$ cat src/source/rv_cfg.svh
`ifndef RV_CFG_SVH
`define RV_CFG_SVH

// unified memory depth, 32-bit words
`define RV_MEM_WORDS 256

// word address width into the memory
`define RV_MEM_AW 8

// byte address of the first fetch after boot
`define RV_RESET_PC 32'h0000_0000

`endif

$ cat src/source/rv_pkg.sv
`default_nettype none

package rv_pkg;

    // data word, also used for byte addresses
    typedef logic [31:0] word_t;

    // architectural register index
    typedef logic [4:0] reg_idx_t;

    // major opcodes understood by decode
    // anything else retires as a no-op
    typedef enum logic [6:0] {
        OP_LUI    = 7'b0110111,
        OP_IMM    = 7'b0010011,
        OP_REG    = 7'b0110011,
        OP_LOAD   = 7'b0000011,
        OP_STORE  = 7'b0100011,
        OP_BRANCH = 7'b1100011
    } opcode_e;

    // pass_b carries the U immediate for lui
    typedef enum logic [2:0] {
        ALU_ADD,
        ALU_SUB,
        ALU_AND,
        ALU_OR,
        ALU_XOR,
        ALU_SLT,
        ALU_PASS_B
    } alu_op_e;

    // operand source in EX
    typedef enum logic [1:0] {
        FWD_NONE,
        FWD_MEM,
        FWD_WB
    } fwd_sel_e;

endpackage

`default_nettype wire

$ cat src/source/hazard_unit.sv
`timescale 1ns/1ps
`default_nettype none

module hazard_unit (
    input  wire rv_pkg::reg_idx_t id_rs1_i,
    input  wire rv_pkg::reg_idx_t id_rs2_i,
    input  wire rv_pkg::reg_idx_t ex_rs1_i,
    input  wire rv_pkg::reg_idx_t ex_rs2_i,
    input  wire rv_pkg::reg_idx_t ex_rd_i,
    input  wire logic             ex_is_load_i,
    input  wire rv_pkg::reg_idx_t mem_rd_i,
    input  wire logic             mem_wr_i,
    input  wire rv_pkg::reg_idx_t wb_rd_i,
    input  wire logic             wb_wr_i,
    output rv_pkg::fwd_sel_e      fwd_a_o,
    output rv_pkg::fwd_sel_e      fwd_b_o,
    output logic                  stall_o
);

    // youngest producer wins, so MEM is checked first
    function automatic rv_pkg::fwd_sel_e pick_src(input rv_pkg::reg_idx_t rs);
        if (rs == '0) begin
            return rv_pkg::FWD_NONE;
        end
        if (mem_wr_i && (mem_rd_i == rs)) begin
            return rv_pkg::FWD_MEM;
        end
        if (wb_wr_i && (wb_rd_i == rs)) begin
            return rv_pkg::FWD_WB;
        end
        return rv_pkg::FWD_NONE;
    endfunction

    // MEM and WB flags feed the selects too
    always_comb begin
        fwd_a_o = pick_src(ex_rs1_i);
        fwd_b_o = pick_src(ex_rs2_i);
    end

    // load data only exists after MEM, so hold ID one cycle
    // a load to x0 produces nothing to wait for
    assign stall_o = ex_is_load_i && (ex_rd_i != '0) &&
                     ((ex_rd_i == id_rs1_i) || (ex_rd_i == id_rs2_i));

endmodule

`default_nettype wire

$ cat config.mk
export PLATFORM = sky130hd
export DESIGN_NAME = hazard_unit
export DESIGN_NICKNAME = d
export VERILOG_FILES = /design/src/source/rv_cfg.svh /design/src/source/rv_pkg.sv /design/src/source/hazard_unit.sv
export SDC_FILE = /design/constraint.sdc
export NUM_CORES = 1
export LEC_CHECK = 0
export BUFFER_PORTS_ARGS = -buffer_cell sky130_fd_sc_hd__buf_2
export CORE_AREA = 2 2 39 41
export DETAILED_ROUTE_END_ITERATION = 8
export DIE_AREA = 0 0 41 43
export PLACE_DENSITY_LB_ADDON = 0.25
export SYNTH_ARGS = -nofsm -noshare
export SYNTH_HDL_FRONTEND = slang
export SYNTH_SLANG_ARGS = --single-unit
export TNS_END_PERCENT = 20
$ cat constraint.sdc
create_clock -name vclk -period 0.8
set_input_delay 0 -clock vclk [all_inputs]
set_output_delay 0 -clock vclk [all_outputs]
set_load 0.05 [all_outputs]
==> metrics.txt <==
seq_cells=0; setup violators final=5; total gr overflow=0; Hold Buf Count CTS=0; final worst-path cycle share=1.36; first-pass GRT wire length=1870 um; worst vdd ir=232 uV; status=finished with violations; die extent in y=43 um; Mean Syn Cell Area=8.03 sq um; TNS Setup=-1.28 ns; Design Power=0.429 mW; crit path capture type=primary output; sequential cell area=0 sq um; Yosys top cell by area=xnor2_1; die area=0.00176 sq mm; RSZ-0062 raised after global routing=true; worst min path class=in2out; Via density=4.68; WL per Instance=11.3 um; most frequent cells in the layout=buf_2 (33), xnor2_1 (16), xor2_1 (13); pin count of the biggest net entering global routing=4; layout cells sized above 1=0.623; worst slew pin tran=0.253 ns; Worst Path Required=0.80 ns; Seq/Total Area, Yosys=0; Die W=41 um; Hold Vio Cnt, Final=0; top cells by area, synth=xnor2_1 (33%), xor2_1 (29%), nor4b_2 (7.1%); n_diodes=0; All-Layer GR Usage=0.144; drt initial violations=2; Syn Nets=91; fmax=917 MHz; Routability Congestion=0.759; failing checks=setup timing; Max-cap violations=0; power density cells=496 mW/mm^2; initial core utilization=0.307; port bufs=43; final core utilization=0.626; Setup CP Type=in2out; Final #Nets=146; Hold Path Origin=ex_is_load_i; hold path depth=4; Ys Warns=0; Synth Cell Area=425 sq um; Tmin final=1.09 ns; Cell Rows=14; drt pass-1 iters=2; antenna violations before repair=0; IO Pins=43; Pleak=0.389 nW; Worst Setup Start Kind=primary input; post-synth cell types=14; WL final=1380 um; vias=571; core area=0.00138 sq mm; ANT nets after route=0; DR DRC count=0; postcts setup bufs=0; CP max FO=3; CP Data Arrival Time=1.09 ns; share of the synthesized area in the top cell type=0.329; dpl ws=-0.429 ns; Final Max Tran Viols=0; Area Overhead vs Synth=104%; Worst Hold End=stall_o; gate count of the mapped netlist=53; vias in the first global route=508; clkbuf count=0; relative max-transition margin=0.830; most common cell after layout, fill and taps aside=buf_2; PnR worst setup slack=-0.290 ns
[stage by stage]
step | hold WS [ns] | instances | area (sq um)
6_report | 0.385 | 122 | 866
2_1_floorplan | 0.177 | 53 | 462
3_3_place_gp | 0.425 | 122 | 772
5_1_grt | 0.389 | 122 | 866
4_1_cts | 0.398 | 122 | 825
3_5_place_dp | 0.419 | 122 | 772
[where the power goes]
group | switching, mW | internal, mW
Sequential | 0 | 0
Combinational | 0.196 | 0.233
Clock | 0 | 0
[Yosys cell counts]
library cell	n
xnor2_1	16
xor2_1	14
nand3_1	4
nand2_1	2
nand4_1	2
nor2_1	2
nor2_4	2
nor3_1	2
nor4_1	2
nor4b_2	2
or4_4	2
a21oi_1	1
o21ai_1	1
or4_1	1
[how the worst max path moves through the flow]
| stage | start | endpoint | cells after the start |
|---|---|---|---|
| 6_report | ex_rs1_i[1] | fwd_a_o[1] | 6 |
| 3_5_place_dp | mem_rd_i[1] | fwd_a_o[0] | 6 |
| 2_1_floorplan | wb_rd_i[4] | fwd_a_o[1] | 3 |
| 4_1_cts | mem_rd_i[2] | fwd_b_o[1] | 6 |
| 5_1_grt | ex_rs1_i[1] | fwd_a_o[1] | 6 |
| 3_3_place_gp | mem_rd_i[1] | fwd_b_o[0] | 6 |
[critical path, stage by stage]
cell and delay (ns):
buf_8 0.10, xor2_2 0.17, nor4_2 0.31, nand3_1 0.18, nor4b_4 0.17, buf_6 0.15
[kinds of logic (layout without fill, tap and decap cells)]
group	count (synthesis)	after routing	share of synthesized area
XOR/XNOR	30	30	0.618
AND/OR/NAND/NOR	21	21	0.359
AO/OA/AOI/OAI	2	2	0.0235
buffers and inverters	0	53	0
[per-layer routing]
metal  GRT usage  up-vias  wire length, um
li1            -      292                -
met1       0.177      254              547
met2       0.272       25              716
met3     0.00524        0              114
met4           0        0                0
met5           0        -                0
[repair_timing]
| item | in CTS | in global routing |
|---|---|---|
| pin swaps | 6 | 5 |
| setup endpoints to repair | 5 | 5 |
| gates resized for setup | 14 | 10 |
[layout make-up]
class	count	area (sq um)
fillers	117	518
multi-input cells	53	485
repair buffers	53	360
well taps	16	20.0
No activity file was read; power rests on OpenSTA's default activity.
