### src/source/rv_cfg.svh
`ifndef RV_CFG_SVH
`define RV_CFG_SVH

// unified memory depth, 32-bit words
`define RV_MEM_WORDS 256

// word address width into the memory
`define RV_MEM_AW 8

// byte address of the first fetch after boot
`define RV_RESET_PC 32'h0000_0000

`endif

### src/source/rv_pkg.sv
`default_nettype none

package rv_pkg;

    // data word, also used for byte addresses
    typedef logic [31:0] word_t;

    // architectural register index
    typedef logic [4:0] reg_idx_t;

    // major opcodes understood by decode
    // anything else retires as a no-op
    typedef enum logic [6:0] {
        OP_LUI    = 7'b0110111,
        OP_IMM    = 7'b0010011,
        OP_REG    = 7'b0110011,
        OP_LOAD   = 7'b0000011,
        OP_STORE  = 7'b0100011,
        OP_BRANCH = 7'b1100011
    } opcode_e;

    // pass_b carries the U immediate for lui
    typedef enum logic [2:0] {
        ALU_ADD,
        ALU_SUB,
        ALU_AND,
        ALU_OR,
        ALU_XOR,
        ALU_SLT,
        ALU_PASS_B
    } alu_op_e;

    // operand source in EX
    typedef enum logic [1:0] {
        FWD_NONE,
        FWD_MEM,
        FWD_WB
    } fwd_sel_e;

endpackage

`default_nettype wire

### src/source/mem_arbiter.sv
`timescale 1ns/1ps
`default_nettype none
`include "rv_cfg.svh"

module mem_arbiter (
    input  wire logic            clk_i,
    input  wire logic            rst_n_i,
    input  wire logic            boot_req_i,
    input  wire rv_pkg::word_t   boot_addr_i,
    input  wire rv_pkg::word_t   boot_wdata_i,
    input  wire logic            data_req_i,
    input  wire logic            data_we_i,
    input  wire rv_pkg::word_t   data_addr_i,
    input  wire rv_pkg::word_t   data_wdata_i,
    input  wire logic            fetch_req_i,
    input  wire rv_pkg::word_t   fetch_addr_i,
    output logic                 boot_gnt_o,
    output logic                 data_gnt_o,
    output logic                 fetch_gnt_o,
    output logic                 mem_en_o,
    output logic                 mem_we_o,
    output logic [`RV_MEM_AW-1:0] mem_addr_o,
    output rv_pkg::word_t        mem_wdata_o
);

    rv_pkg::word_t sel_addr;
    // saturating run length of refused fetches
    logic [1:0]    fetch_deny_cnt;

    // fixed priority: loader, data, fetch
    assign boot_gnt_o  = boot_req_i;
    assign data_gnt_o  = data_req_i && !boot_req_i;
    assign fetch_gnt_o = fetch_req_i && !boot_req_i && !data_req_i;
    assign mem_en_o    = boot_req_i || data_req_i || fetch_req_i;
    // loader only ever writes
    assign mem_we_o    = boot_gnt_o || (data_gnt_o && data_we_i);

    always_comb begin
        sel_addr    = fetch_addr_i;
        mem_wdata_o = data_wdata_i;
        if (boot_req_i) begin
            sel_addr    = boot_addr_i;
            mem_wdata_o = boot_wdata_i;
        end else if (data_req_i) begin
            sel_addr = data_addr_i;
        end
    end

    // byte address in, word index out
    assign mem_addr_o = sel_addr[`RV_MEM_AW+1:2];

    always_ff @(posedge clk_i) begin
        if (!rst_n_i) begin
            fetch_deny_cnt <= 2'd0;
        end else if (fetch_req_i && !fetch_gnt_o) begin
            if (fetch_deny_cnt != 2'd3) begin
                fetch_deny_cnt <= fetch_deny_cnt + 2'd1;
            end
        end else begin
            fetch_deny_cnt <= 2'd0;
        end
    end

    a_gnt_onehot: assert property (@(posedge clk_i) disable iff (!rst_n_i)
        $onehot0({boot_gnt_o, data_gnt_o, fetch_gnt_o}));

    a_word_aligned: assert property (@(posedge clk_i) disable iff (!rst_n_i)
        mem_en_o |-> (sel_addr[1:0] == 2'b00));

    // data traffic never shuts fetch out for long once running
    a_no_starve: assert property (@(posedge clk_i) disable iff (!rst_n_i)
        !boot_req_i |-> (fetch_deny_cnt <= 2'd2));

endmodule

`default_nettype wire

### config.mk
export PLATFORM = sky130hd
export DESIGN_NAME = mem_arbiter
export DESIGN_NICKNAME = d
export VERILOG_FILES = /design/src/source/rv_pkg.sv /design/src/source/mem_arbiter.sv
export VERILOG_INCLUDE_DIRS = /design/src /design/src/source
export SDC_FILE = /design/constraint.sdc
export NUM_CORES = 1
export LEC_CHECK = 0
export BUFFER_PORTS_ARGS = -buffer_cell sky130_fd_sc_hd__buf_2
export CAP_MARGIN = 15
export CORE_AREA = 2 2 81 83
export DETAILED_ROUTE_END_ITERATION = 16
export DIE_AREA = 0 0 83 85
export SLEW_MARGIN = 5
export SYNTH_ARGS = -nofsm -noshare
export SYNTH_HDL_FRONTEND = slang
export SYNTH_SLANG_ARGS = --single-unit
### constraint.sdc
create_clock -name vclk -period 2
set_clock_uncertainty 0.05 [all_clocks]
set_input_delay 0.1 -clock vclk [all_inputs]
set_output_delay 0.1 -clock vclk [all_outputs]
set_load 0.02 [all_outputs]
==> impl_metrics.toml, run 1 <==
[status]
status = "completed"

[logic_synthesis]
synthTopCellsByArea = "mux2_4, mux2i_1, buf_12"
syn_area_sq_um = 761
seq_area_frac_synth_pct = 0
synthAdderAreaFrac_pct = 0
synthSimpleGateAreaFrac_pct = 6.58
synth_top_area_share_pct = 61.2
yosys_warnings = 0
synth_compound_area_share_pct = 6.25
netlist_top_cells_count = "mux2_4, mux2i_1, nand2_1, o21ai_0"
synthXorXnorAreaFrac_pct = 0
synth_top_family_by_area = "multiplexers"
synth_top_area_cell = "mux2_4"
netlist_instances = 68
syn_nets = 234
muxShareOfSynthArea_pct = 73.2
avgSynthCellArea_sq_um = 11.2
synth.most_common_cell = "mux2_4"
synth_cell_type_count = 13

[floorplanning]
pin_count = 211
coreArea_sq_mm = 0.00620
dieArea_sq_mm = 0.00706
floorplan.rows = 29
start_util_pct = 12.3
die_y_um = 85
die_w_um = 83

[finish]
clkbuf_count = 0
numSequentialCells = 0
antenna_cells = 0
multiInputGateArea_sq_um = 654
area_growth_syn_to_layout_pct = 92.4
regArea_sq_um = 0
n_fill_cell = 687
fin_nets = 367
drive_gt1_share_pct = 85.9
fin_cells = 276

[global_route]
grt_pass1_vias = 1010
grt_max_degree = 32
grt_usage_pct = 7.11
grt_pass1_wl_um = 4420
antenna_found_initial = 0
grt_overflow = 0

[drt]
dr.pass1.iters = 4
vias_per_cell = 3.75
drc = 0
wl_um = 2720
wl_per_cell_um = 9.87
drt-initial-drc-count = 5
num_vias = 1035
ant_nets = 0

[critical_path]
critPathKind = "primary input to primary output"
required_ns = 1.85
crit_fanout = 31
cp-start-kind = "primary input"
arrival_ns = 0.98
end_kind = "primary output"

[power]
p_leak_nw = 0.900
seq_power_share_pct = 0
p_int_mw = 0.202
cellPowerDensity_mw_per_mm2 = 265
swShare_pct = 48.1
ir_drop_mv = 0.0843
p_switching_mw = 0.187
clockPowerShare_pct = 0
comb_power_share_pct = 100.0

[sta]
max_freq_mhz = 882
maxSlewViolCount = 0
rsz0062_at_grt = "no"
setup_viol = 0
post-route-min-period_ns = 1.13
hold_viol_final = 0
finalSetupTns_ns = 0
tightest_slew_ns = 0.271
max_slew_margin_pct = 81.9
fin_crit_sh_pct = 56.7

[run]
drv_cap = 0

[clocking]
cts_setup_buffers = 0
post_cts.resized_instances = 0
ctsHoldBuffers = 0

[place]
dpl.cell_count = 276
io_buffer_count = 137
dp_hpwl_um = 2510
gp_congestion = 0.701

[min_path]
hold_class = "primary input to primary output"
-- through the flow --
step                      cell area [sq um]  hold WS (ns)  power [mW]  worst slack (ns)  util [%]
after global routing                   1460         0.476       0.418             0.815      23.6
final                                  1460         0.463       0.388             0.867      23.6
after floorplan                         761         0.263       0.247             0.929         -
after global placement                 1460         0.462       0.389             0.853      23.6
after detailed placement               1460         0.459       0.393             0.839      23.6
after CTS                              1460         0.465       0.394             0.836      23.6
-- routing by layer --
metal	wire (um)	track usage [%]	vias up
met1	904	7.28	437
met3	402	2.04	0
met4	0	0	0
li1	-	-	509
met5	0	0	-
met2	1420	15.0	89
-- worst max-delay path: stages --
cell	delay, ns
buf_2	0.11
buf_12	0.23
mux2_2	0.37
buf_2	0.16
-- cells by family (layout without fill, tap and decap cells) --
| family | count (synthesis) | after routing |
|---|---|---|
| AO/OA/AOI/OAI | 9 | 9 |
| buffers and inverters | 8 | 139 |
| AND/OR/NAND/NOR | 11 | 11 |
| multiplexers | 40 | 40 |
-- layout make-up --
type / count / area share (%)
Tap cell: 77 / 6.58
Multi-Input combinational cell: 60 / 44.7
Timing Repair Buffer: 139 / 48.7
-- power groups by stage --
stage | Clock, mW | Combinational [mW] | Sequential, mW
6_report | 0 | 0.388 | 0
5_1_grt | 0 | 0.418 | 0
4_1_cts | 0 | 0.394 | 0
3_5_place_dp | 0 | 0.393 | 0
3_3_place_gp | 0 | 0.389 | 0
2_1_floorplan | 0 | 0.247 | 0
-- path summary, 6_finish.rpt --
path	start	end	slack, ns	cells after the start
setup / recovery	boot_req_i	mem_wdata_o[31]	0.87	4
hold / removal	fetch_req_i	mem_en_o	0.46	3
-- cells in the final DEF (no fill, tap or decap) --
cell type	instances
mux2_2	1
buf_12	1
nor2b_1	1
or3_1	1
mux2_4	31
nor3b_1	1
nand2_1	8
a21o_1	1
buf_2	137
buf_4	1
mux2i_1	8
o21ai_0	8
Note: power is estimated with default switching activity, not from simulation.
==> inputs of run 2 (changes only) <==
==> constraint.sdc (replaced) <==
create_clock -name vclk -period 1
set_clock_uncertainty 0.05 [all_clocks]
set_input_delay 0.05 -clock vclk [all_inputs]
set_output_delay 0.05 -clock vclk [all_outputs]
set_load 0.02 [all_outputs]
==> impl_metrics.toml, run 2 (synthesized netlist as in run 1, its figures left out) <==
[run]
drv_cap = 0

[sta]
max_slew_margin_pct = 81.8
tightest_slew_ns = 0.272
setup_viol = 0
post-route-min-period_ns = 0.945
maxSlewViolCount = 0
hold_viol_final = 0
max_freq_mhz = 1060
fin_crit_sh_pct = 94.5
rsz0062_at_grt = "no"
finalSetupTns_ns = 0

[critical_path]
crit_fanout = 15
end_kind = "primary output"
critPathKind = "primary input to primary output"
path_cells = "buf_6 -> buf_12 -> mux2_4 -> buf_2"
arrival_ns = 0.85
required_ns = 0.90
crit_buf_inv = 3
cp-start-kind = "primary input"
slowest_stage = "mux2_4"
max_stage_delay_ns = 0.32
critical_path.top_delay_family = "buffers and inverters"

[floorplanning]
start_util_pct = 12.3
die_w_um = 83
pin_count = 211
dieArea_sq_mm = 0.00706
coreArea_sq_mm = 0.00620
die_y_um = 85
floorplan.rows = 29

[global_route]
antenna_found_initial = 0
grt_max_degree = 20
grt_pass1_vias = 1027
grt_pass1_wl_um = 4740
grt_overflow = 0
grt_usage_pct = 7.76

[drt]
vias_per_cell = 3.79
wl_per_cell_um = 10.6
drt-initial-drc-count = 14
num_vias = 1054
dr.pass1.iters = 4
ant_nets = 0
drc = 0
wl_um = 2950

[finish]
antenna_cells = 0
regArea_sq_um = 0
clkbuf_count = 0
drive_gt1_share_pct = 86.1
multiInputGateArea_sq_um = 654
numSequentialCells = 0
n_fill_cell = 688
layout_common_cells = "buf_2, mux2_4, mux2i_1, nand2_1, o21ai_0"
final_common_cell = "buf_2"
fin_nets = 369
area_growth_syn_to_layout_pct = 98.4

[power]
ir_drop_mv = 0.159
power_mw = 0.802
cellPowerDensity_mw_per_mm2 = 532
p_leak_nw = 0.921

[place]
dp_hpwl_um = 2540
gp_congestion = 0.707
io_buffer_count = 137

[clocking]
cts_setup_buffers = 0

[min_path]
hold_class = "primary input to primary output"

[status]
status = "completed"
run 2: what timing repair did:
item,in CTS,in global routing
resized for setup,4,0
hold buffers,0,0
setup endpoints to repair,32,0
run 2: routing by layer:
layer / track usage [%] / up-vias / share of wire, %
li1: - / 514 / -
met1: 8.22 / 451 / 35
met2: 16.3 / 89 / 52
met3: 1.85 / 0 / 13
met4: 0 / 0 / 0
met5: 0 / - / 0
run 2: where the power goes:
group	total [mW]	switching (mW)	internal (mW)	leakage (nW)
Combinational	0.802	0.382	0.420	0.921
Sequential	0	0	0	0
Clock	0	0	0	0
run 2: path summary, 6_finish.rpt:
check	start	endpoint	slack, ns	depth (start not counted)
setup / recovery	boot_req_i	mem_wdata_o[20]	0.05	4
hold / removal	boot_req_i	boot_gnt_o	0.33	2
run 2: cell type report:
type	instances	share of cell area, %
repair buffers	141	50.2
well taps	77	6.38
multi-input cells	60	43.4
run 2: per-stage QoR:
stage	instances	instance area [sq um]	setup slack [ns]	hold slack (ns)	utilization (%)
2_1_floorplan	68	761	0.0289	0.163	-
3_3_place_gp	277	1470	-0.0502	0.350	23.7
3_5_place_dp	277	1470	-0.0561	0.351	23.7
4_1_cts	278	1510	0.0423	0.336	24.3
5_1_grt	278	1510	0.00175	0.339	24.3
6_report	278	1510	0.0549	0.332	24.3
==> inputs of run 3 (changes only) <==
--- a/config.mk
+++ b/config.mk
@@ -11,7 +11,7 @@
 export CORE_AREA = 2 2 81 83
 export DETAILED_ROUTE_END_ITERATION = 16
 export DIE_AREA = 0 0 83 85
-export SLEW_MARGIN = 5
+export RECOVER_POWER = 25
 export SYNTH_ARGS = -nofsm -noshare
 export SYNTH_HDL_FRONTEND = slang
 export SYNTH_SLANG_ARGS = --single-unit
==> impl_metrics.toml, run 3 (synthesized netlist as in run 1, its figures left out) <==
[critical_path]
end_kind = "primary output"
cp-start-kind = "primary input"
required_ns = 0.90
critPathKind = "primary input to primary output"
startpoint = "boot_req_i"
arrival_ns = 0.85
crit_fanout = 15

[drt]
drt-initial-drc-count = 9
drc = 0
vias_per_cell = 3.78
ant_nets = 0
wl_um = 2950
wl_per_cell_um = 10.6
num_vias = 1052
dr.pass1.iters = 4

[global_route]
grt_overflow = 0
grt_pass1_vias = 1027
grt_pass1_wl_um = 4740
grt_usage_pct = 7.76
antenna_found_initial = 0
grt_max_degree = 20

[place]
dp_hpwl_um = 2540
io_buffer_count = 137
gp_congestion = 0.707

[power]
swShare_pct = 48.1
p_leak_nw = 0.906
p_switching_mw = 0.382
seq_power_share_pct = 0
comb_power_share_pct = 100.0
p_int_mw = 0.413
ir_drop_mv = 0.154
cellPowerDensity_mw_per_mm2 = 532
clockPowerShare_pct = 0

[floorplanning]
coreArea_sq_mm = 0.00620
start_util_pct = 12.3
pin_count = 211
dieArea_sq_mm = 0.00706
die_y_um = 85
floorplan.rows = 29
die_w_um = 83

[sta]
post-route-min-period_ns = 0.949
max_slew_margin_pct = 80.7
maxSlewViolCount = 0
fin_hold_ws_ns = 0.336
hold_viol_final = 0
fin_crit_sh_pct = 94.9
max_freq_mhz = 1050
tightest_slew_ns = 0.291
rsz0062_at_grt = "no"
setup_viol = 0

[clocking]
ctsHoldBuffers = 0
cts_setup_buffers = 0

[finish]
regArea_sq_um = 0
final_common_cell = "buf_2"
numSequentialCells = 0
n_fill_cell = 692
drive_gt1_share_pct = 84.6
clkbuf_count = 0
antenna_cells = 0
fin_nets = 369
area_growth_syn_to_layout_pct = 96.2
layout_common_cells = "buf_2, mux2_4, mux2i_1, nand2_1, o21ai_0"
fin_util_pct = 24.1

[status]
status = "completed"

[min_path]
hold_class = "primary input to primary output"
min_from = "boot_req_i"

[run]
drv_cap = 0
run 3: worst paths after layout:
kind / endpoint / slack (ns) / depth (start not counted)
setup / recovery: mem_wdata_o[9] / 0.05 / 4
hold / removal: boot_gnt_o / 0.34 / 2
run 3: final cells by class:
class / count / area (sq um) / area share, %
Tap cell: 77 / 96.3 / 6.45
Multi-Input combinational cell: 60 / 654 / 43.8
Timing Repair Buffer: 141 / 742 / 49.7
run 3: critical path: stages:
cell,delay [ns]
buf_6,0.12
buf_8,0.20
mux2_4,0.31
buf_2,0.16
run 3: metrics by stage:
step | cell area [sq um] | setup TNS [ns] | instances | setup WS (ns) | power [mW]
3_3_place_gp | 1470 | -0.895 | 277 | -0.0502 | 0.782
3_5_place_dp | 1470 | -1.11 | 277 | -0.0561 | 0.789
4_1_cts | 1510 | 0 | 278 | 0.0423 | 0.813
5_1_grt | 1490 | 0 | 278 | 0.00175 | 0.854
6_report | 1490 | 0 | 278 | 0.0510 | 0.795
2_1_floorplan | 761 | 0 | 68 | 0.0289 | 0.493
run 3: power groups by stage:
stage                     Sequential [mW]  Combinational [mW]  Clock, mW
after CTS                               0               0.813          0
after floorplan                         0               0.493          0
final                                   0               0.795          0
after detailed placement                0               0.789          0
after global placement                  0               0.782          0
after global routing                    0               0.854          0
run 3: repair_timing:
action	in CTS	in global routing
gates resized for setup	4	0
endpoints found under the hold margin	0	0
endpoints found under the setup margin	32	0
run 3: per-layer routing:
layer / global-route usage (%) / routed length, um / vias up
met5: 0 / 0 / -
met4: 0 / 0 / 0
met3: 1.85 / 375 / 0
met2: 16.3 / 1520 / 89
met1: 8.22 / 1050 / 449
li1: - / - / 514
