File: src/source/rv_cfg.svh
`ifndef RV_CFG_SVH
`define RV_CFG_SVH

// unified memory depth, 32-bit words
`define RV_MEM_WORDS 256

// word address width into the memory
`define RV_MEM_AW 8

// byte address of the first fetch after boot
`define RV_RESET_PC 32'h0000_0000

`endif

File: src/source/rv_pkg.sv
`default_nettype none

package rv_pkg;

    // data word, also used for byte addresses
    typedef logic [31:0] word_t;

    // architectural register index
    typedef logic [4:0] reg_idx_t;

    // major opcodes understood by decode
    // anything else retires as a no-op
    typedef enum logic [6:0] {
        OP_LUI    = 7'b0110111,
        OP_IMM    = 7'b0010011,
        OP_REG    = 7'b0110011,
        OP_LOAD   = 7'b0000011,
        OP_STORE  = 7'b0100011,
        OP_BRANCH = 7'b1100011
    } opcode_e;

    // pass_b carries the U immediate for lui
    typedef enum logic [2:0] {
        ALU_ADD,
        ALU_SUB,
        ALU_AND,
        ALU_OR,
        ALU_XOR,
        ALU_SLT,
        ALU_PASS_B
    } alu_op_e;

    // operand source in EX
    typedef enum logic [1:0] {
        FWD_NONE,
        FWD_MEM,
        FWD_WB
    } fwd_sel_e;

endpackage

`default_nettype wire

File: src/source/regfile.sv
`timescale 1ns/1ps
`default_nettype none

module regfile (
    input  wire logic             clk_i,
    input  wire logic             rst_n_i,
    input  wire rv_pkg::reg_idx_t rs1_i,
    input  wire rv_pkg::reg_idx_t rs2_i,
    input  wire rv_pkg::reg_idx_t rd_i,
    input  wire logic             we_i,
    input  wire rv_pkg::word_t    wdata_i,
    output rv_pkg::word_t         rs1_data_o,
    output rv_pkg::word_t         rs2_data_o
);

    rv_pkg::word_t regs [32];

    // x0 cleared on reset, writes to it vanish
    always_ff @(posedge clk_i) begin
        if (!rst_n_i) begin
            regs[0] <= '0;
        end else if (we_i && (rd_i != '0)) begin
            regs[rd_i] <= wdata_i;
        end
    end

    // WB write seen by ID in the same cycle, never for x0
    assign rs1_data_o = (we_i && (rd_i != '0) && (rd_i == rs1_i)) ? wdata_i : regs[rs1_i];
    assign rs2_data_o = (we_i && (rd_i != '0) && (rd_i == rs2_i)) ? wdata_i : regs[rs2_i];

    // x0 on either port, even right after a write aimed at it
    a_x0_zero_rs1: assert property (@(posedge clk_i) disable iff (!rst_n_i)
        (rs1_i == '0) |-> (rs1_data_o == '0));

    a_x0_zero_rs2: assert property (@(posedge clk_i) disable iff (!rst_n_i)
        (rs2_i == '0) |-> (rs2_data_o == '0));

endmodule

`default_nettype wire

File: src/source/datapath.sv
`timescale 1ns/1ps
`default_nettype none
`include "rv_cfg.svh"

module rv_core_datapath (
    input  wire logic              clk_i,
    input  wire logic              rst_n_i,
    input  wire logic              boot_i,
    input  wire logic              fetch_gnt_i,
    input  wire logic              data_gnt_i,
    input  wire rv_pkg::word_t     mem_rdata_i,
    input  wire rv_pkg::fwd_sel_e  fwd_a_i,
    input  wire rv_pkg::fwd_sel_e  fwd_b_i,
    input  wire logic              stall_i,
    output logic                   fetch_req_o,
    output rv_pkg::word_t          fetch_addr_o,
    output logic                   data_req_o,
    output logic                   data_we_o,
    output rv_pkg::word_t          data_addr_o,
    output rv_pkg::word_t          data_wdata_o,
    output rv_pkg::reg_idx_t       id_rs1_o,
    output rv_pkg::reg_idx_t       id_rs2_o,
    output rv_pkg::reg_idx_t       ex_rs1_o,
    output rv_pkg::reg_idx_t       ex_rs2_o,
    output rv_pkg::reg_idx_t       ex_rd_o,
    output rv_pkg::reg_idx_t       mem_rd_o,
    output rv_pkg::reg_idx_t       wb_rd_o,
    output logic                   ex_is_load_o,
    output logic                   mem_wr_o,
    output logic                   wb_wr_o,
    output logic                   retire_valid_o,
    output rv_pkg::reg_idx_t       retire_rd_o,
    output rv_pkg::word_t          retire_data_o
);

    // IF and IF/ID
    rv_pkg::word_t    pc_q;
    logic             if_id_valid;
    rv_pkg::word_t    if_id_instr, if_id_pc;
    // ID decode results
    rv_pkg::opcode_e  id_opcode;
    logic [2:0]       id_funct3;
    rv_pkg::word_t    id_rs1_data, id_rs2_data, id_imm;
    rv_pkg::alu_op_e  id_alu_op;
    logic             id_use_imm, id_use_rs1, id_use_rs2;
    logic             id_wr, id_load, id_store, id_branch;
    // ID/EX
    logic             ex_valid;
    rv_pkg::word_t    ex_pc, ex_rs1_data, ex_rs2_data, ex_imm;
    rv_pkg::reg_idx_t ex_rs1, ex_rs2, ex_rd;
    rv_pkg::alu_op_e  ex_alu_op;
    logic             ex_use_imm, ex_wr, ex_load, ex_store, ex_branch, ex_bne;
    // EX stage
    rv_pkg::word_t    ex_a, ex_b_fwd, ex_b, ex_alu;
    logic             ex_taken;
    // EX/MEM
    logic             mem_valid, mem_wr, mem_load, mem_store;
    rv_pkg::reg_idx_t mem_rd;
    rv_pkg::word_t    mem_alu, mem_sdata;
    // MEM/WB
    logic             wb_valid, wb_wr;
    rv_pkg::reg_idx_t wb_rd;
    rv_pkg::word_t    wb_data;
    // whole pipe freezes if MEM loses the port
    logic             mem_wait;

    function automatic rv_pkg::word_t fwd_mux(input rv_pkg::fwd_sel_e sel,
                                              input rv_pkg::word_t reg_val);
        case (sel)
            rv_pkg::FWD_MEM: return mem_alu;
            rv_pkg::FWD_WB:  return wb_data;
            default:         return reg_val;
        endcase
    endfunction

    // fetch: PC straight onto the shared port
    assign fetch_req_o  = !boot_i;
    assign fetch_addr_o = pc_q;

    // decode
    assign id_opcode = rv_pkg::opcode_e'(if_id_instr[6:0]);
    assign id_funct3 = if_id_instr[14:12];

    always_comb begin
        id_alu_op  = rv_pkg::ALU_ADD;
        id_imm     = {{20{if_id_instr[31]}}, if_id_instr[31:20]};
        id_use_imm = 1'b1;
        id_use_rs1 = 1'b1;
        id_use_rs2 = 1'b0;
        id_wr      = 1'b0;
        id_load    = 1'b0;
        id_store   = 1'b0;
        id_branch  = 1'b0;
        case (id_opcode)
            rv_pkg::OP_LUI: begin
                id_alu_op  = rv_pkg::ALU_PASS_B;
                id_imm     = {if_id_instr[31:12], 12'h000};
                id_use_rs1 = 1'b0;
                id_wr      = 1'b1;
            end
            rv_pkg::OP_IMM, rv_pkg::OP_REG: begin
                id_use_imm = (id_opcode == rv_pkg::OP_IMM);
                id_use_rs2 = (id_opcode == rv_pkg::OP_REG);
                id_wr      = 1'b1;
                case (id_funct3)
                    3'b000: id_alu_op = (id_use_rs2 && if_id_instr[30]) ?
                                        rv_pkg::ALU_SUB : rv_pkg::ALU_ADD;
                    3'b010: id_alu_op = rv_pkg::ALU_SLT;
                    3'b100: id_alu_op = rv_pkg::ALU_XOR;
                    3'b110: id_alu_op = rv_pkg::ALU_OR;
                    3'b111: id_alu_op = rv_pkg::ALU_AND;
                    // shifts and sltu not built
                    default: id_wr = 1'b0;
                endcase
            end
            rv_pkg::OP_LOAD: begin
                id_load = 1'b1;
                id_wr   = 1'b1;
            end
            rv_pkg::OP_STORE: begin
                id_imm     = {{20{if_id_instr[31]}}, if_id_instr[31:25], if_id_instr[11:7]};
                id_store   = 1'b1;
                id_use_rs2 = 1'b1;
            end
            rv_pkg::OP_BRANCH: begin
                id_imm     = {{20{if_id_instr[31]}}, if_id_instr[7], if_id_instr[30:25],
                              if_id_instr[11:8], 1'b0};
                // beq and bne only
                id_branch  = (id_funct3[2:1] == 2'b00);
                id_use_rs2 = 1'b1;
            end
            default: id_use_rs1 = 1'b0;
        endcase
    end

    // unused sources masked so they cannot cause a false stall
    assign id_rs1_o = (if_id_valid && id_use_rs1) ? if_id_instr[19:15] : '0;
    assign id_rs2_o = (if_id_valid && id_use_rs2) ? if_id_instr[24:20] : '0;

    regfile u_regfile (
        .clk_i      (clk_i),
        .rst_n_i    (rst_n_i),
        .rs1_i      (if_id_instr[19:15]),
        .rs2_i      (if_id_instr[24:20]),
        .rd_i       (wb_rd),
        .we_i       (wb_wr_o),
        .wdata_i    (wb_data),
        .rs1_data_o (id_rs1_data),
        .rs2_data_o (id_rs2_data)
    );

    // EX: operands, ALU, branch compare
    // forwarded MEM and WB values also drive the operands
    always_comb begin
        ex_a     = fwd_mux(fwd_a_i, ex_rs1_data);
        ex_b_fwd = fwd_mux(fwd_b_i, ex_rs2_data);
    end
    assign ex_b     = ex_use_imm ? ex_imm : ex_b_fwd;

    always_comb begin
        case (ex_alu_op)
            rv_pkg::ALU_ADD: ex_alu = ex_a + ex_b;
            rv_pkg::ALU_SUB: ex_alu = ex_a - ex_b;
            rv_pkg::ALU_AND: ex_alu = ex_a & ex_b;
            rv_pkg::ALU_OR:  ex_alu = ex_a | ex_b;
            rv_pkg::ALU_XOR: ex_alu = ex_a ^ ex_b;
            rv_pkg::ALU_SLT: ex_alu = {31'b0, $signed(ex_a) < $signed(ex_b)};
            default:         ex_alu = ex_b;
        endcase
    end

    // bne inverts the equality test
    assign ex_taken = ex_valid && ex_branch && ((ex_a == ex_b_fwd) != ex_bne);

    // MEM: data side of the shared port
    assign data_req_o   = mem_valid && (mem_load || mem_store);
    assign data_we_o    = mem_valid && mem_store;
    assign data_addr_o  = mem_alu;
    assign data_wdata_o = mem_sdata;
    assign mem_wait     = data_req_o && !data_gnt_i;

    // valid bits and PC
    always_ff @(posedge clk_i) begin
        if (!rst_n_i || boot_i) begin
            pc_q        <= `RV_RESET_PC;
            if_id_valid <= 1'b0;
            ex_valid    <= 1'b0;
            mem_valid   <= 1'b0;
            wb_valid    <= 1'b0;
        end else if (!mem_wait) begin
            wb_valid  <= mem_valid;
            mem_valid <= ex_valid;
            if (ex_taken) begin
                // kill the two younger ones
                pc_q        <= ex_pc + ex_imm;
                if_id_valid <= 1'b0;
                ex_valid    <= 1'b0;
            end else if (stall_i) begin
                // IF/ID and PC hold, bubble into EX
                ex_valid <= 1'b0;
            end else begin
                ex_valid    <= if_id_valid;
                // fetch lost to a data access: bubble, PC held
                if_id_valid <= fetch_gnt_i;
                if (fetch_gnt_i) begin
                    pc_q <= pc_q + 32'd4;
                end
            end
        end
    end

    // payload registers
    always_ff @(posedge clk_i) begin
        if (!mem_wait) begin
            if (fetch_gnt_i && !stall_i) begin
                if_id_instr <= mem_rdata_i;
                if_id_pc    <= pc_q;
            end
            if (!stall_i) begin
                ex_pc       <= if_id_pc;
                ex_rs1_data <= id_rs1_data;
                ex_rs2_data <= id_rs2_data;
                ex_imm      <= id_imm;
                ex_rs1      <= if_id_instr[19:15];
                ex_rs2      <= if_id_instr[24:20];
                ex_rd       <= if_id_instr[11:7];
                ex_alu_op   <= id_alu_op;
                ex_use_imm  <= id_use_imm;
                ex_wr       <= id_wr;
                ex_load     <= id_load;
                ex_store    <= id_store;
                ex_branch   <= id_branch;
                ex_bne      <= id_funct3[0];
            end
            mem_rd    <= ex_rd;
            mem_wr    <= ex_wr;
            mem_load  <= ex_load;
            mem_store <= ex_store;
            mem_alu   <= ex_alu;
            mem_sdata <= ex_b_fwd;
            wb_rd     <= mem_rd;
            wb_wr     <= mem_wr;
            // loads take the shared read word
            wb_data   <= mem_load ? mem_rdata_i : mem_alu;
        end
    end

    // hazard unit view
    assign ex_rs1_o     = ex_rs1;
    assign ex_rs2_o     = ex_rs2;
    assign ex_rd_o      = ex_rd;
    assign ex_is_load_o = ex_valid && ex_load;
    assign mem_rd_o     = mem_rd;
    assign mem_wr_o     = mem_valid && mem_wr;
    assign wb_rd_o      = wb_rd;
    assign wb_wr_o      = wb_valid && wb_wr;

    // retire trace, x0 writes stay out of it
    assign retire_valid_o = wb_wr_o && (wb_rd != '0);
    assign retire_rd_o    = wb_rd;
    assign retire_data_o  = wb_data;

endmodule

`default_nettype wire

File: config.mk
export PLATFORM = sky130hd
export DESIGN_NAME = rv_core_datapath
export DESIGN_NICKNAME = d
export VERILOG_FILES = /design/src/source/rv_pkg.sv /design/src/source/regfile.sv /design/src/source/datapath.sv
export VERILOG_INCLUDE_DIRS = /design/src /design/src/source
export SDC_FILE = /design/constraint.sdc
export NUM_CORES = 2
export LEC_CHECK = 0
export BUFFER_PORTS_ARGS = -buffer_cell sky130_fd_sc_hd__buf_2
export CAP_MARGIN = 40
export CORE_ASPECT_RATIO = 0.6
export CORE_MARGIN = 10
export CORE_UTILIZATION = 45
export CTS_CLUSTER_DIAMETER = 30
export DETAILED_ROUTE_END_ITERATION = 10
export GPL_ROUTABILITY_DRIVEN = 0
export MAX_ROUTING_LAYER = met4
export PLACE_DENSITY = 0.61
export SETUP_SLACK_MARGIN = 0.05
export SLEW_MARGIN = 5
export SYNTH_ARGS = -nofsm -noshare
export SYNTH_HDL_FRONTEND = slang
export SYNTH_SLANG_ARGS = --single-unit
export TNS_END_PERCENT = 30
File: constraint.sdc
create_clock -name clk_i -period 15.66 [get_ports clk_i]
set_clock_uncertainty 0.2 [all_clocks]
set_input_delay 2.349 -clock clk_i [delete_from_list [all_inputs] [get_ports clk_i]]
set_output_delay 2.349 -clock clk_i [all_outputs]
set_load 0.03 [all_outputs]
==> impl_metrics.json <==
{
  "track_usage_pct": 27.1,
  "avgSynthCellArea_sq_um": 16.1,
  "final_cell_mix": "1350 x edfxtp_1, 644 x mux4_2, 236 x nor2_1, 232 x a21oi_1, 219 x buf_2",
  "p_leak_nw": 25.3,
  "wl_per_cell_um": 34.2,
  "grt_pass1_vias": 43101,
  "netlist_instances": 4382,
  "relSlewSlack_pct": 31.3,
  "dieArea_sq_um": 174000,
  "die-height_um": 327,
  "clkLatencyLatePin_ns": 0.83,
  "grt.overflow.total": 0,
  "dr.pass1.iters": 7,
  "post-cts-setup-buffers": 0,
  "max_freq_ghz": 0.136,
  "rows": 112,
  "syn_nets": 4563,
  "antenna_found_initial": 16,
  "clock-sinks": 1396,
  "cts.clk_slew.worst_paths_ns": 0.06,
  "final_util_pct": 52.5,
  "numCtsBuffers": 192,
  "ys_ff_latch": 1396,
  "start_util_pct": 45.4,
  "peakVddDrop_v": 0.0000940,
  "synth_warnings": 0,
  "worst_pin_slew_ns": 1.02,
  "setup_viol": 0,
  "start_kind": "input port",
  "yosys_most_used_dff": "edfxtp_1",
  "core_area_sq_um": 156000,
  "cts-root-buf": "clkbuf_16",
  "required_ns": 16.01,
  "routed_wl_um": 237000,
  "tritoncts": "done",
  "rsz0062_at_grt": "no",
  "fin_crit_ns": 7.37,
  "final_antenna_net_count": 0,
  "cts-hold-fix-buffers": 0,
  "timing.reg2reg.setup_slack_ns": 9.87,
  "synth_area_leader_cell": "edfxtp_1",
  "path_class": "input port to flip-flop",
  "io-pin-count": 217,
  "die-width_um": 531,
  "finalSetupTns_ns": 0,
  "slew_violations": 0,
  "path_max_fanout": 66,
  "async_flop_share_pct": 0,
  "cp.arrival_ns": 7.72,
  "h-tree-depth": 4,
  "max-clock-path-buffers": 4,
  "via_count": 46204,
  "synth.top_cell.area_share_pct": 57.4,
  "fin_nets": 4834,
  "via_per_inst": 6.68,
  "holdWs_ns": 0.217,
  "drc": 0,
  "drtIter0Drc": 7565,
  "ys_seq_area_share_pct": 58.7,
  "status": "finished clean",
  "dp_hpwl_um": 153000,
  "cts_resized": 0,
  "power_per_cell_area_nw_per_um2": 121,
  "areaGrowthSynthToFinish_pct": 15.8,
  "hold_class": "flip-flop to flip-flop",
  "grt_max_degree": 139,
  "synth_area_leaders": "edfxtp_1 57%, mux4_2 21%, ha_1 2.4%",
  "portBuffers": 216,
  "synth_edf_count": 1350,
  "finalHoldViolations": 0,
  "grt_pass1_wl_um": 332000,
  "drive_gt1_share_pct": 30.7,
  "cp-end-kind": "flip-flop",
  "mostFrequentLayoutCell": "edfxtp_1",
  "period_share_pct": 47.1,
  "cap_violations": 0,
  "yosysUniqueCellTypes": 89,
  "synth.cell_area_sq_um": 70600
}
worst max-delay path, cell delays in order:
cell and delay, ns:
buf_2 0.13, inv_1 0.05, ha_2 0.30, buf_4 0.62, nor2b_1 0.31, nor2_1 0.10
nand2_1 0.08, nand2_1 0.19, ha_1 0.27, inv_1 0.08, fa_1 0.20, nand2b_1 0.09
a221oi_1 0.42, o211ai_1 0.33, a2111oi_2 0.82, o211ai_1 0.28, a21oi_1 0.29, o41ai_2 0.10
xnor2_1 0.13, mux4_2 0.46
power by group:
group	switching (W)	leakage (nW)	internal, W
Sequential	0.000204	11.3	0.00415
Combinational	0.000733	10.9	0.000400
Clock	0.00176	3.11	0.00264
Total	0.00270	25.3	0.00719
cell type report:
cell class                 instances  area (sq um)
fill                           12475         73900
sequential                      1396         41500
multi-input combinational       2561         27600
clock buffer                     209          4920
timing repair buffer             382          3140
tap                             2109          2640
clock inverter                   133          1470
inverter                         120           454
antenna                            8          20.0
cell families after synthesis:
kind of cell    share of synthesized area [%]
simple gates                             5.97
buf+inv                                  2.56
flops                                    58.7
mux                                      22.3
compound gates                           7.27
fa+ha+maj                                2.50
xor+xnor                                0.695
routing by layer:
metal,vias up,GRT usage [%],part of all wire (%)
li1,18569,-,-
met1,23957,40.0,42
met2,3294,35.4,41
met3,384,9.90,15
met4,0,5.99,2.4
met5,-,-,0
worst paths after layout:
check | from | end | cells past startpoint
worst max-delay path | fwd_b_i[0] | data_addr_o[24] | 20
worst min-delay path | if_id_pc[24] | ex_pc[24] | 0
worst max register to register | ex_use_imm | data_addr_o[24] | 14
worst min register to register | if_id_pc[24] | ex_pc[24] | 0
sequential cells by signal (all words and copies together), names as in the netlist, 3 cells and up, named ones only:
| register | flops |
|---|---|
| data_wdata_o | 32 |
| u_regfile.regs | 1024 |
| if_id_instr | 32 |
| ex_rs2_data | 32 |
| fetch_addr_o | 32 |
| ex_pc | 32 |
| ex_imm | 32 |
| retire_data_o | 32 |
| ex_rs1_data | 32 |
| if_id_pc | 32 |
| mem_rd_o | 5 |
| data_addr_o | 32 |
| retire_rd_o | 5 |
| ex_rd_o | 5 |
| ex_rs2_o | 5 |
| ex_rs1_o | 5 |
| ex_alu_op | 3 |
cell usage after synthesis (46+ instances only):
cell type and count:
edfxtp_1 1350, mux4_2 644, nor2_1 267, a21oi_1 232, nand2_1 207, clkbuf_1 182
ha_1 136, inv_1 117, o21ai_0 106, mux2i_1 81, buf_1 76, a211oi_1 63
nand2b_1 56, nor2b_1 52, and2_1 49, and3_1 48, a21o_1 46, dfxtp_1 46
through the flow:
stage	area, sq um	worst slack (ns)	power, W	std cells
2_1_floorplan	70600	2.50	0.00508	4382
3_5_place_dp	75300	7.75	0.00551	6564
3_3_place_gp	74000	7.81	0.00551	6495
6_report	81700	8.29	0.00989	6918
5_1_grt	81700	8.13	0.0102	6917
4_1_cts	81700	8.58	0.00988	6906
Power figures use the tool's default switching activity.
